[src/source/dsp_seq_pkg.sv]
// Shared types, instruction field constants, ureg groups and sequencer register addresses
package dsp_seq_pkg;

	typedef logic [15:0] word_t;
	typedef logic [31:0] instr_t;
	typedef logic [7:0] ureg_addr_t;
	typedef logic [4:0] seq_addr_t;
	typedef logic [3:0] rf_addr_t;

	// Arithmetic status flags, az sits in bit 0
	typedef struct packed {
		logic sz;
		logic sv;
		logic mv;
		logic mn;
		logic ac;
		logic an;
		logic av;
		logic az;
	} status_t;

	typedef enum logic [1:0] {BUS_RF, BUS_DAG, BUS_SEQ, BUS_MEM_IMM} bus_src_t;

	// Single-bit fields of the instruction word
	localparam int COND_BIT = 31;
	localparam int COMPUTE_BIT = 30;
	localparam int DAG_EN_BIT = 29;
	localparam int DAG_SEL_BIT = 28;
	localparam int DM_WR_BIT = 6;

	// Stack opcodes live in bits 29:24, the others in bits 29:26
	localparam logic [5:0] OP_PUSH = 6'd2;
	localparam logic [5:0] OP_POP = 6'd3;
	localparam logic [3:0] OP_IMM = 4'd3;
	localparam logic [3:0] OP_DM = 4'd9;
	localparam logic [3:0] OP_UREG = 4'd1;

	localparam logic [4:0] COND_ALWAYS = 5'd31;

	// Compute unit select in field bits 20:19
	localparam logic [1:0] UNIT_ALU = 2'd0;
	localparam logic [1:0] UNIT_MUL = 2'd1;

	// Ureg groups, upper nibble
	localparam logic [3:0] GRP_RF = 4'h0;
	localparam logic [3:0] GRP_DAG_I = 4'h1;
	localparam logic [3:0] GRP_DAG_M = 4'h2;
	localparam logic [3:0] GRP_SEQ = 4'h6;

	localparam seq_addr_t SEQ_FADDR = 5'd0;
	localparam seq_addr_t SEQ_DADDR = 5'd1;
	localparam seq_addr_t SEQ_PC = 5'd3;
	localparam seq_addr_t SEQ_PCSTK = 5'd4;
	localparam seq_addr_t SEQ_PCSTKP = 5'd5;
	localparam seq_addr_t SEQ_MODE1 = 5'd27;
	localparam seq_addr_t SEQ_ASTAT = 5'd28;
	localparam seq_addr_t SEQ_STKY = 5'd30;

	localparam int STACK_DEPTH = 2;

	// Unit behind a ureg address; sequencer registers span 0x60 to 0x7f
	function automatic bus_src_t ureg_group(ureg_addr_t a);
		if (a[7:4] == GRP_RF)
			return BUS_RF;
		if (a[7:4] == GRP_DAG_I || a[7:4] == GRP_DAG_M)
			return BUS_DAG;
		if (a[7:5] == GRP_SEQ[3:1])
			return BUS_SEQ;
		// Unmapped groups belong to no unit
		return BUS_MEM_IMM;
	endfunction

endpackage

[src/source/cond_decoder.sv]
`timescale 1ns/1ps
// Condition code evaluation against the arithmetic status flags
module cond_decoder
	import dsp_seq_pkg::*;
(
	input logic en,
	input logic [4:0] code,
	input status_t status,
	output logic cond_true
);

	logic [7:0] bits;
	logic [2:0] sel;

	assign bits = status;
	assign sel = code[2:0];

	always_comb begin
		if (!en) begin
			// Unconditional instruction
			cond_true = 1'b1;
		end else if (code == COND_ALWAYS) begin
			cond_true = 1'b1;
		end else if (code[4:3] == 2'b00) begin
			// Flag set
			cond_true = bits[sel];
		end else if (code[4:3] == 2'b01) begin
			// Flag clear
			cond_true = !bits[sel];
		end else begin
			cond_true = 1'b0;
		end
	end

endmodule

[src/source/compute_decoder.sv]
`timescale 1ns/1ps
// Registered compute field decode into ALU, multiplier and shifter controls
module compute_decoder
	import dsp_seq_pkg::*;
(
	input logic clk,
	input logic rst,
	input logic en,
	input logic [20:0] field,
	output logic alu_en,
	output logic mul_en,
	output logic shf_en,
	output logic alu_logic,
	output logic mul_out_reg,
	output logic [1:0] alu_func,
	output logic [1:0] mul_class,
	output logic [1:0] shf_class,
	output logic [2:0] alu_sel,
	output logic [2:0] cu_wr_en,
	output logic [3:0] mul_fmt,
	output rf_addr_t rf_raddr_x,
	output rf_addr_t rf_raddr_y,
	output rf_addr_t rf_waddr
);

	logic [1:0] unit;
	logic alu_hit;
	logic mul_hit;
	logic shf_hit;

	assign unit = field[20:19];
	assign alu_hit = en && (unit == UNIT_ALU);
	assign mul_hit = en && (unit == UNIT_MUL);
	// Codes 2 and 3 both go to the shifter
	assign shf_hit = en && (unit != UNIT_ALU) && (unit != UNIT_MUL);

	always_ff @(posedge clk or negedge rst) begin
		if (!rst) begin
			alu_en <= 1'b0;
			mul_en <= 1'b0;
			shf_en <= 1'b0;
			alu_logic <= 1'b0;
			mul_out_reg <= 1'b0;
			alu_func <= '0;
			mul_class <= '0;
			shf_class <= '0;
			alu_sel <= '0;
			cu_wr_en <= '0;
			mul_fmt <= '0;
			rf_raddr_x <= '0;
			rf_raddr_y <= '0;
			rf_waddr <= '0;
		end else begin
			alu_en <= alu_hit;
			mul_en <= mul_hit;
			shf_en <= shf_hit;
			cu_wr_en <= {shf_hit, mul_hit, alu_hit};
			// Function bits are shared, only the selected unit sees them
			alu_func <= alu_hit ? field[18:17] : 2'b00;
			alu_sel <= alu_hit ? field[4:2] : 3'b000;
			alu_logic <= alu_hit && field[1];
			mul_class <= mul_hit ? field[18:17] : 2'b00;
			mul_fmt <= mul_hit ? field[4:1] : 4'b0000;
			mul_out_reg <= mul_hit && field[0];
			shf_class <= shf_hit ? field[18:17] : 2'b00;
			rf_waddr <= en ? field[16:13] : '0;
			rf_raddr_x <= en ? field[12:9] : '0;
			rf_raddr_y <= en ? field[8:5] : '0;
		end
	end

endmodule

[src/source/ureg_decoder.sv]
`timescale 1ns/1ps
// Ureg source and destination decode into register-file, DAG and sequencer ports
module ureg_decoder
	import dsp_seq_pkg::*;
(
	input logic push,
	input logic pop,
	input logic imm,
	input logic dm,
	input logic xfer,
	input logic dm_wr,
	input ureg_addr_t ureg1,
	input ureg_addr_t ureg2,
	output logic rf_wr_en,
	output logic dg_wr_en,
	output logic seq_wr_en,
	output rf_addr_t rf_raddr,
	output rf_addr_t rf_waddr,
	output seq_addr_t dg_raddr,
	output seq_addr_t dg_waddr,
	output seq_addr_t seq_raddr,
	output seq_addr_t seq_waddr
);

	ureg_addr_t rd_addr;
	ureg_addr_t wr_addr;
	logic wr_valid;
	bus_src_t wr_grp;

	always_comb begin
		rd_addr = '0;
		wr_addr = '0;
		wr_valid = 1'b0;
		if (xfer) begin
			rd_addr = ureg2;
			wr_addr = ureg1;
			wr_valid = 1'b1;
		end else if (dm && dm_wr) begin
			// Register goes out to data memory
			rd_addr = ureg1;
		end else if (dm || imm) begin
			wr_addr = ureg1;
			wr_valid = 1'b1;
		end else if (push || pop) begin
			rd_addr = {GRP_SEQ[3:1], SEQ_PCSTK};
		end
	end

	assign wr_grp = ureg_group(wr_addr);

	assign rf_wr_en = wr_valid && (wr_grp == BUS_RF);
	assign dg_wr_en = wr_valid && (wr_grp == BUS_DAG);
	assign seq_wr_en = wr_valid && (wr_grp == BUS_SEQ);

	assign rf_raddr = rd_addr[3:0];
	assign rf_waddr = wr_addr[3:0];

	// Index registers at 0..15, modify registers at 16..31
	assign dg_raddr = {rd_addr[5], rd_addr[3:0]};
	assign dg_waddr = {wr_addr[5], wr_addr[3:0]};

	assign seq_raddr = rd_addr[4:0];
	assign seq_waddr = wr_addr[4:0];

endmodule

[src/source/bus_select.sv]
`timescale 1ns/1ps
// Bus-connect source and landing selects per instruction class
module bus_select
	import dsp_seq_pkg::*;
(
	input logic push,
	input logic pop,
	input logic imm,
	input logic dm,
	input logic xfer,
	input logic dm_wr,
	input ureg_addr_t ureg1,
	input ureg_addr_t ureg2,
	output bus_src_t dst_sel,
	output bus_src_t din_sel
);

	// dst_sel drives the bus, din_sel is where the word lands
	always_comb begin
		dst_sel = BUS_RF;
		din_sel = BUS_RF;
		if (xfer) begin
			dst_sel = ureg_group(ureg2);
			din_sel = ureg_group(ureg1);
		end else if (dm && dm_wr) begin
			dst_sel = ureg_group(ureg1);
			din_sel = BUS_MEM_IMM;
		end else if (dm || imm) begin
			// Memory read data or immediate field
			dst_sel = BUS_MEM_IMM;
			din_sel = ureg_group(ureg1);
		end else if (push || pop) begin
			dst_sel = BUS_SEQ;
			din_sel = BUS_SEQ;
		end
	end

endmodule

[src/source/seq_status_regs.sv]
`timescale 1ns/1ps
// PC stack with sticky status, mode and status registers, read mux and bypass
module seq_status_regs
	import dsp_seq_pkg::*;
(
	input logic clk,
	input logic rst,
	input logic push,
	input logic pop,
	input logic wr_en,
	input logic compute_done,
	input seq_addr_t raddr,
	input seq_addr_t waddr,
	input word_t bc_dt_in,
	input logic [9:0] flags,
	input word_t faddr,
	input word_t daddr,
	input word_t pc,
	output word_t bc_dt
);

	localparam int SP_W = $clog2(STACK_DEPTH + 1);
	localparam int IDX_W = $clog2(STACK_DEPTH);

	word_t stack [STACK_DEPTH];
	logic [SP_W-1:0] sp;
	logic [SP_W-1:0] sp_nxt;
	logic [SP_W-1:0] top;
	logic [2:0] stky;
	logic [2:0] stky_nxt;
	logic push_q;
	logic pop_q;
	logic empty;
	logic full;
	word_t mode1;
	word_t astat;
	word_t live_astat;
	word_t rd_dt;

	// Sticky: bit 0 empty, bit 1 full, bit 2 overflow
	assign empty = stky[0];
	assign full = stky[1];
	assign top = sp - 1'b1;
	assign live_astat = {6'b0, flags};

	// Next pointer and sticky state, also used as the bypass prediction
	always_comb begin
		sp_nxt = sp;
		stky_nxt = stky;
		if (push_q) begin
			stky_nxt[0] = 1'b0;
			if (full) begin
				stky_nxt[2] = 1'b1;
			end else begin
				sp_nxt = sp + 1'b1;
				if (sp == SP_W'(STACK_DEPTH - 1))
					stky_nxt[1] = 1'b1;
			end
		end else if (pop_q && !empty) begin
			sp_nxt = sp - 1'b1;
			stky_nxt[1] = 1'b0;
			if (sp == SP_W'(1))
				stky_nxt[0] = 1'b1;
		end
	end

	always_ff @(posedge clk or negedge rst) begin
		if (!rst) begin
			push_q <= 1'b0;
			pop_q <= 1'b0;
			sp <= '0;
			stky <= 3'b001;
			mode1 <= '0;
			astat <= '0;
		end else begin
			push_q <= push;
			pop_q <= pop;
			sp <= sp_nxt;
			stky <= stky_nxt;
			if (wr_en && waddr == SEQ_MODE1)
				mode1 <= bc_dt_in;
			if (wr_en && waddr == SEQ_ASTAT)
				astat <= bc_dt_in;
			else
				astat <= live_astat;
		end
	end

	// Push saves the PC stage address, a ureg write replaces the top
	always_ff @(posedge clk) begin
		if (push_q && !full)
			stack[sp[IDX_W-1:0]] <= pc;
		else if (wr_en && waddr == SEQ_PCSTK && !empty)
			stack[top[IDX_W-1:0]] <= bc_dt_in;
	end

	always_comb begin
		case (raddr)
			SEQ_FADDR: rd_dt = faddr;
			SEQ_DADDR: rd_dt = daddr;
			SEQ_PC: rd_dt = pc;
			SEQ_PCSTK: rd_dt = empty ? '0 : stack[top[IDX_W-1:0]];
			SEQ_PCSTKP: rd_dt = word_t'(sp);
			SEQ_MODE1: rd_dt = mode1;
			SEQ_ASTAT: rd_dt = astat;
			SEQ_STKY: rd_dt = word_t'(stky);
			default: rd_dt = '0;
		endcase
	end

	always_comb begin
		if (wr_en && raddr == waddr)
			bc_dt = bc_dt_in;
		else if (raddr == SEQ_PCSTKP && (push_q || pop_q))
			bc_dt = word_t'(sp_nxt);
		else if (raddr == SEQ_STKY && (push_q || pop_q))
			bc_dt = word_t'(stky_nxt);
		else if (raddr == SEQ_ASTAT && compute_done)
			bc_dt = live_astat;
		else
			bc_dt = rd_dt;
	end

endmodule

[src/source/program_sequencer.sv]
`timescale 1ns/1ps
// Program sequencer top with fetch pipeline, instruction classification and decoders
module program_sequencer
	import dsp_seq_pkg::*;
(
	input logic clk,
	input logic rst,
	input instr_t pm_op,
	input logic [9:0] flags,
	input word_t bc_dt_in,
	output word_t pm_add,
	output logic pm_rd,
	output logic dm_cs,
	output logic dm_wr,
	output word_t imm_data,
	output word_t bc_dt,
	output bus_src_t dst_sel,
	output bus_src_t din_sel,
	output logic dg_en,
	output logic dg_sel,
	output logic dg_mdfy,
	output logic [2:0] dg_iadd,
	output logic [2:0] dg_madd,
	output seq_addr_t dg_raddr,
	output seq_addr_t dg_waddr,
	output logic dg_wr_en,
	output rf_addr_t rf_raddr_x,
	output rf_addr_t rf_raddr_y,
	output rf_addr_t rf_waddr,
	output logic rf_wr_en,
	output logic alu_en,
	output logic mul_en,
	output logic shf_en,
	output logic alu_logic,
	output logic mul_out_reg,
	output logic [1:0] alu_func,
	output logic [1:0] mul_class,
	output logic [1:0] shf_class,
	output logic [2:0] alu_sel,
	output logic [2:0] cu_wr_en,
	output logic [3:0] mul_fmt
);

	word_t faddr;
	word_t daddr;
	word_t pc;
	status_t status;
	logic cond_true;
	logic compute_en;
	logic compute_done;
	logic push;
	logic pop;
	logic imm;
	logic dm;
	logic xfer;
	ureg_addr_t ureg1;
	ureg_addr_t ureg2;
	rf_addr_t cd_raddr_x;
	rf_addr_t cd_waddr;
	rf_addr_t ud_rf_raddr;
	rf_addr_t ud_rf_waddr;
	logic seq_wr_en;
	seq_addr_t seq_raddr;
	seq_addr_t seq_waddr;

	// Fetch, decode and PC stages
	always_ff @(posedge clk or negedge rst) begin
		if (!rst) begin
			faddr <= '0;
			daddr <= '0;
			pc <= '0;
		end else begin
			faddr <= faddr + 1'b1;
			daddr <= faddr;
			pc <= daddr;
		end
	end

	assign pm_add = faddr;
	// Program memory is read in every cycle out of reset
	assign pm_rd = rst;

	always_ff @(posedge clk) begin
		if (imm)
			imm_data <= pm_op[15:0];
	end

	// as and ss have no condition code
	assign status = {flags[8:5], flags[3:0]};

	cond_decoder i_cond_decoder (
		.en(pm_op[COND_BIT]),
		.code(pm_op[4:0]),
		.status(status),
		.cond_true(cond_true)
	);

	always_comb begin
		push = 1'b0;
		pop = 1'b0;
		imm = 1'b0;
		dm = 1'b0;
		xfer = 1'b0;
		// Nothing decodes while reset holds the fetch
		if (pm_rd && !pm_op[COMPUTE_BIT] && cond_true) begin
			push = (pm_op[29:24] == OP_PUSH);
			pop = (pm_op[29:24] == OP_POP);
			imm = (pm_op[29:26] == OP_IMM);
			dm = (pm_op[29:26] == OP_DM);
			xfer = (pm_op[29:26] == OP_UREG);
		end
	end

	assign compute_en = pm_op[COMPUTE_BIT] && cond_true;
	assign ureg1 = pm_op[23:16];
	assign ureg2 = pm_op[15:8];

	assign dm_cs = dm;
	assign dm_wr = dm && pm_op[DM_WR_BIT];

	assign dg_en = pm_rd && !pm_op[COMPUTE_BIT] && pm_op[DAG_EN_BIT] && cond_true;
	assign dg_sel = pm_op[DAG_SEL_BIT];
	assign dg_mdfy = pm_op[DAG_SEL_BIT];
	assign dg_iadd = pm_op[12:10];
	assign dg_madd = pm_op[9:7];

	compute_decoder i_compute_decoder (
		.clk(clk),
		.rst(rst),
		.en(compute_en),
		.field(pm_op[25:5]),
		.alu_en(alu_en),
		.mul_en(mul_en),
		.shf_en(shf_en),
		.alu_logic(alu_logic),
		.mul_out_reg(mul_out_reg),
		.alu_func(alu_func),
		.mul_class(mul_class),
		.shf_class(shf_class),
		.alu_sel(alu_sel),
		.cu_wr_en(cu_wr_en),
		.mul_fmt(mul_fmt),
		.rf_raddr_x(cd_raddr_x),
		.rf_raddr_y(rf_raddr_y),
		.rf_waddr(cd_waddr)
	);

	// One unit write enable is high in the cycle after a compute opcode
	assign compute_done = |cu_wr_en;
	assign rf_raddr_x = compute_done ? cd_raddr_x : ud_rf_raddr;
	assign rf_waddr = compute_done ? cd_waddr : ud_rf_waddr;

	ureg_decoder i_ureg_decoder (
		.push(push),
		.pop(pop),
		.imm(imm),
		.dm(dm),
		.xfer(xfer),
		.dm_wr(dm_wr),
		.ureg1(ureg1),
		.ureg2(ureg2),
		.rf_wr_en(rf_wr_en),
		.dg_wr_en(dg_wr_en),
		.seq_wr_en(seq_wr_en),
		.rf_raddr(ud_rf_raddr),
		.rf_waddr(ud_rf_waddr),
		.dg_raddr(dg_raddr),
		.dg_waddr(dg_waddr),
		.seq_raddr(seq_raddr),
		.seq_waddr(seq_waddr)
	);

	bus_select i_bus_select (
		.push(push),
		.pop(pop),
		.imm(imm),
		.dm(dm),
		.xfer(xfer),
		.dm_wr(dm_wr),
		.ureg1(ureg1),
		.ureg2(ureg2),
		.dst_sel(dst_sel),
		.din_sel(din_sel)
	);

	seq_status_regs i_seq_status_regs (
		.clk(clk),
		.rst(rst),
		.push(push),
		.pop(pop),
		.wr_en(seq_wr_en),
		.compute_done(compute_done),
		.raddr(seq_raddr),
		.waddr(seq_waddr),
		.bc_dt_in(bc_dt_in),
		.flags(flags),
		.faddr(faddr),
		.daddr(daddr),
		.pc(pc),
		.bc_dt(bc_dt)
	);

endmodule

[config.mk]
export PLATFORM = sky130hd
export DESIGN_NAME = program_sequencer
export DESIGN_NICKNAME = d
export VERILOG_FILES = /design/src/source/dsp_seq_pkg.sv /design/src/source/cond_decoder.sv /design/src/source/compute_decoder.sv /design/src/source/ureg_decoder.sv /design/src/source/bus_select.sv /design/src/source/seq_status_regs.sv /design/src/source/program_sequencer.sv
export SDC_FILE = /design/constraint.sdc
export NUM_CORES = 1
export LEC_CHECK = 0
export ABC_AREA = 1
export BUFFER_PORTS_ARGS = -buffer_cell sky130_fd_sc_hd__buf_2
export CAP_MARGIN = 15
export CORE_ASPECT_RATIO = 2
export CORE_MARGIN = 10
export CORE_UTILIZATION = 50
export DETAILED_ROUTE_END_ITERATION = 6
export GPL_TIMING_DRIVEN = 1
export PLACE_DENSITY_LB_ADDON = 0.1
export SKIP_CTS_REPAIR_TIMING = 1
export SLEW_MARGIN = 10
export SYNTH_ARGS = -nofsm -noshare
export SYNTH_HDL_FRONTEND = slang
export SYNTH_SLANG_ARGS = --single-unit
[constraint.sdc]
create_clock -name clk -period 2.34 [get_ports clk]
set_input_delay 0.117 -clock clk [delete_from_list [all_inputs] [get_ports clk]]
set_output_delay 0.117 -clock clk [all_outputs]
set_load 0.01 [all_outputs]
### After elaboration in Yosys (flattened, before gate mapping)

Memories as Yosys holds them, arrays and structs flattened.
Index checks and enable logic that the tools add are counted.

* memories: 1
* bits in writable memories: 32
* output and inout port bits: 109
* bits in registers: 136

* equality and inequality tests: 32
* mux-type cells: 132
* $add $sub $neg: 3
* order comparisons: 1
* reduce and logical (&&, ||, !) cells: 46

Memories
* i_seq_status_regs.stack: words 2, bits a word 16, rd ports 1, clocked after memory_dff 0, wr ports 1, line seq_status_regs.sv:25 `word_t stack [STACK_DEPTH];`

Operators by type and width (number)
* $pmux W16 S8: 1
* $mux W16: 7
* $mux W2: 39
* $mux W1: 70
* $eq A5 B5 Y1 const B: 6
* $logic_and A1 B1 Y1: 26
* $mux W4: 6
* $mux W6: 4
* $mux W8: 3
* $add A16 B1 Y16 const B: 1
* $eq A4 B1 Y1 const B: 4
* $eq A4 B2 Y1 const B: 4
* $reduce_or A16 Y1: 1
* $eq A5 B3 Y1 const B: 3
* $eq A6 B2 Y1 const B: 2
* $logic_not A4 Y1: 3
* $eq A3 B2 Y1 const B: 3
* $eq A2 B1 Y1 const B: 4
* $logic_not A2 Y1: 3
* $logic_or A1 B1 Y1: 6
* $eq A5 B1 Y1 const B: 1
* $eq A5 B2 Y1 const B: 1
* $eq A5 B5 Y1: 1
* $logic_not A5 Y1: 1
* other kinds (11): 14

### Longest topological paths before layout

* word-level depth: 31
* gate-level depth with buffers: 24
* mapped depth without buffers: 23

### Hierarchy

A second synthesis with hierarchy kept.

* cells, all modules: 952
* area, all modules: 8164.1 sq um

By module, submodules not included
* seq_status_regs: cells an instance 542, instances 1, area each 4195.3 sq um
* program_sequencer: cells an instance 193, instances 1, area each 2349.8 sq um
* compute_decoder: cells an instance 88, instances 1, area each 987.2 sq um
* ureg_decoder: cells an instance 60, instances 1, area each 336.6 sq um
* bus_select: cells an instance 36, instances 1, area each 152.6 sq um
* cond_decoder: cells an instance 33, instances 1, area each 142.6 sq um

### Worst setup path before layout

Ideal clock, no wire load.

* path type: input to register
* from: input port flags[3]
* to: memory i_seq_status_regs.stack[1][0] (netlist bit), enable pin
* required time: 1951 ps
* cell stages on the path: 18
* setup time: 389 ps
* arrival: 2468 ps
* slack: -517 ps
* path through: inv_1 -> nand2_1 -> nand3_1 -> nand3_1 -> nand3_1 -> nand3_4 -> nand2_1 -> inv_2 -> o21ai_2 -> nand2_4 -> nand2_2 -> nor3_2 -> inv_2 -> nor3_4 -> nand3_1 -> nand2_1 -> nand2_1 -> nor2_1

* word-level cells in the longest chain between the ends: 29
* elaborated cells between the ends (all ways): 47
* classes of those cells: eq/ne (5); mux (31); reduce/logical (11)

Ends and longest elaborated chain
* start: declaration: line program_sequencer.sv:9 `input logic [9:0] flags,`
* $bmux W1 S3 *: line cond_decoder.sv:26, cond_decoder.sv:29
* $mux W1 (not written as such) *: line cond_decoder.sv:26, cond_decoder.sv:29
* $logic_not A1 Y1: line cond_decoder.sv:29 `cond_true = !bits[sel];`
* $mux W1: line cond_decoder.sv:27 `end else if (code[4:3] == 2'b01) begin`
* $mux W1 *: line cond_decoder.sv:24 `end else if (code[4:3] == 2'b00) begin`
* $mux W1 *: line cond_decoder.sv:22 `end else if (code == COND_ALWAYS) begin`
* $mux W1 *: line cond_decoder.sv:19 `if (!en) begin`
* $logic_and A1 B1 Y1 *: line program_sequencer.sv:105 `if (pm_rd && !pm_op[COMPUTE_BIT] && cond_true) begin`
* [12 not listed]
* $eq A2 B2 Y1: line ureg_decoder.sv:53 `assign seq_wr_en = wr_valid && (wr_grp == BUS_SEQ);`
* $logic_and A1 B1 Y1: line ureg_decoder.sv:53
* $logic_and A1 B1 Y1 * (2 in series): line seq_status_regs.sv:93 `else if (wr_en && waddr == SEQ_PCSTK && !empty)`
* $mux W1 *: line seq_status_regs.sv:93
* $mux W1 *: line seq_status_regs.sv:91 `if (push_q && !full)`
* $mux W1 (not written as such) *: line seq_status_regs.sv:94 `stack[top[IDX_W-1:0]] <= bc_dt_in;`
* $reduce_or A16 Y1 (no line)
* $mux W1 (no line)
* end: declaration: line seq_status_regs.sv:25

Every way passes the cells marked *; elsewhere a longest branch is shown, timed or not. The select of a mux whose other input is x is not followed.

### Final worst setup path

* from: input port rst
* to: output port bc_dt[11]

* word-level cells in the longest chain between the ends: 18
* elaborated cells between the ends (all ways): 57
* classes of those cells: eq/ne (12); mux (31); reduce/logical (14)

Ends and longest elaborated chain
* start: declaration: line program_sequencer.sv:7 `input logic rst,`
* $logic_and A1 B1 Y1 * (2 in series): line program_sequencer.sv:105
* $mux W1: line program_sequencer.sv:105
* $logic_or A1 B1 Y1 / $logic_and A1 B1 Y1 (equally long branches): line ureg_decoder.sv:41, program_sequencer.sv:119
* $mux W8 / $logic_and A1 B1 Y1 (equally long branches): line ureg_decoder.sv:41, ureg_decoder.sv:38
* $mux W8: line ureg_decoder.sv:38 `end else if (dm && dm_wr) begin`
* $mux W8: line ureg_decoder.sv:34 `if (xfer) begin`
* $eq A3 B2 Y1, or another cell as far along: line dsp_seq_pkg.sv:67 `if (a[7:5] == GRP_SEQ[3:1])`
* $mux W1 / $logic_or A1 B1 Y1 (equally long branches): line dsp_seq_pkg.sv:67, dsp_seq_pkg.sv:65
* $mux W1 / $mux W2 (equally long branches): line dsp_seq_pkg.sv:67, dsp_seq_pkg.sv:65
* $mux W1 / $mux W2 (equally long branches): line dsp_seq_pkg.sv:65, dsp_seq_pkg.sv:67
* $mux W2: line dsp_seq_pkg.sv:70 `return BUS_MEM_IMM;`
* $mux W2: line dsp_seq_pkg.sv:67
* $mux W2: line dsp_seq_pkg.sv:65 `if (a[7:4] == GRP_DAG_I || a[7:4] == GRP_DAG_M)`
* $eq A2 B2 Y1: line ureg_decoder.sv:53
* $logic_and A1 B1 Y1: line ureg_decoder.sv:53
* $logic_and A1 B1 Y1: line seq_status_regs.sv:112 `if (wr_en && raddr == waddr)`
* $mux W16 *: line seq_status_regs.sv:112
* end: declaration: line program_sequencer.sv:16 `output word_t bc_dt,`

Marked as above.

==> impl_metrics.env <==
export IMPL_post_route_drc_count=0
export IMPL_start_util_pct=50.9
export IMPL_hp_class="input pin to flip-flop"
export IMPL_skew_ps=11.3
export IMPL_p_total_mw=6.49
export IMPL_synth_seq_cells=165
export IMPL_cap_viol_max_count=0
export IMPL_setup_slack_ps=-420
export IMPL_dp_hpwl_um=22600
export IMPL_vias=7933
export IMPL_gp_congestion=0.967
export IMPL_synthesis_area_sq_um=8040
export IMPL_worst_path_most_repeated_cell="buf_4"
export IMPL_combPwrFrac_pct=10.9
export IMPL_clk_latency_ps=440
export IMPL_p_switching_mw=1.75
export IMPL_drt_wirelength_per_cell_um=20.1
export IMPL_synth_net_count=986
export IMPL_critPathBufInv=7
export IMPL_path_cells="buf_4, inv_1, nor2_2, nand4_1, inv_2, nor2_2, nand2_2, buf_4, nor2_4, buf_12, nand3_1, o21ai_1, a21oi_1, buf_4, nand4_1, nand2_1, nand2_1, buf_2"
export IMPL_vdd_drop_max_uv=641
export IMPL_hold_viol=7
export IMPL_fillers=1232
export IMPL_die_h_um=199
export IMPL_cts_sinks=165
export IMPL_die_x_um=110
export IMPL_cp_slowest_stage_delay_ps=470
export IMPL_gr_total_overflow=0
export IMPL_cp_top_family="simple AND/OR/NAND/NOR gates"
export IMPL_grt_antenna_before_repair=0
export IMPL_crit_required_ps=2220
export IMPL_powerDensity_nw_per_um2=555
export IMPL_leakage_nw=6.05
export IMPL_min_period_ps=2760
export IMPL_tightest_slew_ps=886
export IMPL_antenna_left=0
export IMPL_fin_worst_hold_slack_ps=-19.8
export IMPL_status="finished with violations"
export IMPL_final_cell_mix="nand2_1 (219), buf_2 (156), buf_4 (156)"
export IMPL_violations="negative hold slack, negative setup slack"
export IMPL_cts_root_buf="clkbuf_16"
export IMPL_grt_pass1_vias=8011
export IMPL_final_nets=1336
export IMPL_swShare_pct=26.9
export IMPL_htreeDepth=4
export IMPL_synth_flop_cell="dfrtp_1"
export IMPL_p_int_mw=4.75
export IMPL_seq_power_share_pct=46.4
export IMPL_groute_usage_overall_pct=26.5
export IMPL_io_pins=169
export IMPL_grt_max_degree=73
export IMPL_dr_pass1_iters=6
export IMPL_multi_input_area_sq_um=3320
export IMPL_cts_tree="yes"
export IMPL_via_per_inst=5.33
export IMPL_arrival_ps=2640
export IMPL_coreArea_sq_um=15800
export IMPL_numCtsBuffers=17
export IMPL_final_common_cell="nand2_1"
export IMPL_r2r_setup_slack_ps=340
export IMPL_ys_seq_area_share_pct=54.4
export IMPL_fmax_mhz=362
export IMPL_cp_slowest_cell="nor2_2"
export IMPL_async_flop_share_pct=70.9
export IMPL_clk_pin_slew_ps=70
export IMPL_antenna_cells=0
export IMPL_path_max_fanout=10
export IMPL_yosys_warnings=0
export IMPL_largest_reg_flops=32
export IMPL_worst_setup_path_start_kind="input pin"
export IMPL_clk_path_buf_depth=2
export IMPL_syn2layout_area_growth_pct=45.7
export IMPL_grt_setup_unrepaired="true"
export IMPL_portBuffers=168
export IMPL_grt_pass1_wl_um=43000
export IMPL_wirelength_um=29900
export IMPL_dr_first_iter_drc_count=435
export IMPL_path_class="input pin to primary output"
export IMPL_synth_edf_count=48
export IMPL_setup_viol=82
export IMPL_ff_latch_area_sq_um=4370
export IMPL_die_area_sq_um=21900
export IMPL_crit_path_end_kind="primary output"
export IMPL_slew_violations=0
export IMPL_slew_headroom_pct=40.9
export IMPL_fin_crit_sh_pct=118
export IMPL_pwr_share_clk_pct=42.7
export IMPL_synth_cells=924
export IMPL_synthDistinctLibCells=52
export IMPL_syn_area_per_cell_sq_um=8.70
export IMPL_rows=65
export IMPL_layout_drive_gt1_share_pct=38.3
==> synth_stat cells (all sizes together), types with 2 or more instances <==
cell	number	area (sq um)
a21oi	13	65.1
buf	29	198
clkbuf	11	41.3
dfrtp	116	2900
edfxtp	48	1440
ha	2	25.0
inv	112	420
nand2	250	981
nand3	61	358
nand3b	2	15.0
nand4	22	159
nor2	112	459
nor3	21	149
nor4	2	18.8
o2111ai	3	26.3
o211ai	7	52.6
o21ai	78	428
o221ai	2	17.5
o31ai	3	22.5
or2	4	25.0
xor2	14	123
==> final timing paths <==
| check | from | endpoint | depth (start not counted) |
|---|---|---|---|
| worst min-delay path | bc_dt_in[14] | i_seq_status_regs.astat[14] | 3 |
| worst max register to register | pm_add[1] | pm_add[14] | 7 |
| min in group asynchronous | rst | i_seq_status_regs.stky[0] | 3 |
| worst min register to register | daddr[12] | pc[12] | 0 |
| max in group asynchronous | rst | pc[2] | 4 |
| worst max-delay path | rst | bc_dt[11] | 18 |
==> tightest hold or removal path: stages <==
cell	delay, ps
buf_2	110
inv_1	90
nor2_1	60
==> per-layer routing <==
metal / vias up / GRT usage [%] / share of wire [%]
met3: 103 / 6.23 / 6.4
met4: 0 / 19.2 / 7.2
li1: 3697 / - / -
met2: 367 / 47.0 / 54
met1: 3766 / 25.8 / 32
met5: - / 0 / 0
==> power groups by stage <==
stage	clock (mW)	combinational, mW	sequential [mW]
finish	2.77	0.710	3.01
global route	2.92	0.765	3.01
CTS	2.79	0.624	3.01
detailed placement	0	0.619	3.07
global placement	0	0.610	3.07
floorplan	0	0.276	3.07
==> layout make-up <==
cell class | instances | area share [%]
Sequential cell | 165 | 37.3
Inverter | 113 | 3.92
Timing Repair Buffer | 370 | 23.2
Tap cell | 201 | 2.15
Clock inverter | 13 | 1.19
Multi-Input combinational cell | 607 | 28.3
Clock buffer | 19 | 3.88
==> per-stage QoR <==
stage | area [sq um] | instances | setup TNS (ps) | util [%] | worst slack [ps]
final | 11700 | 1488 | -15020 | 74.2 | -420
after global routing | 11700 | 1488 | -28890 | 74.2 | -575
after CTS | 10900 | 1437 | -9370 | 68.8 | -575
after detailed placement | 10300 | 1405 | -40930 | 65.0 | -530
after global placement | 10300 | 1405 | -33500 | 65.0 | -498
after floorplan | 8130 | 924 | -978 | - | -31.2
==> cell families (layout without fill, tap and decap cells) <==
group	after synthesis	count (layout)	synth area share (%)
simple gates	477	478	27.2
flops	165	165	54.4
buf+inv	153	515	8.25
compound gates	112	112	8.17
xor+xnor	15	15	1.63
fa+ha+maj	2	2	0.311
Note: power is estimated with default switching activity, not from simulation.
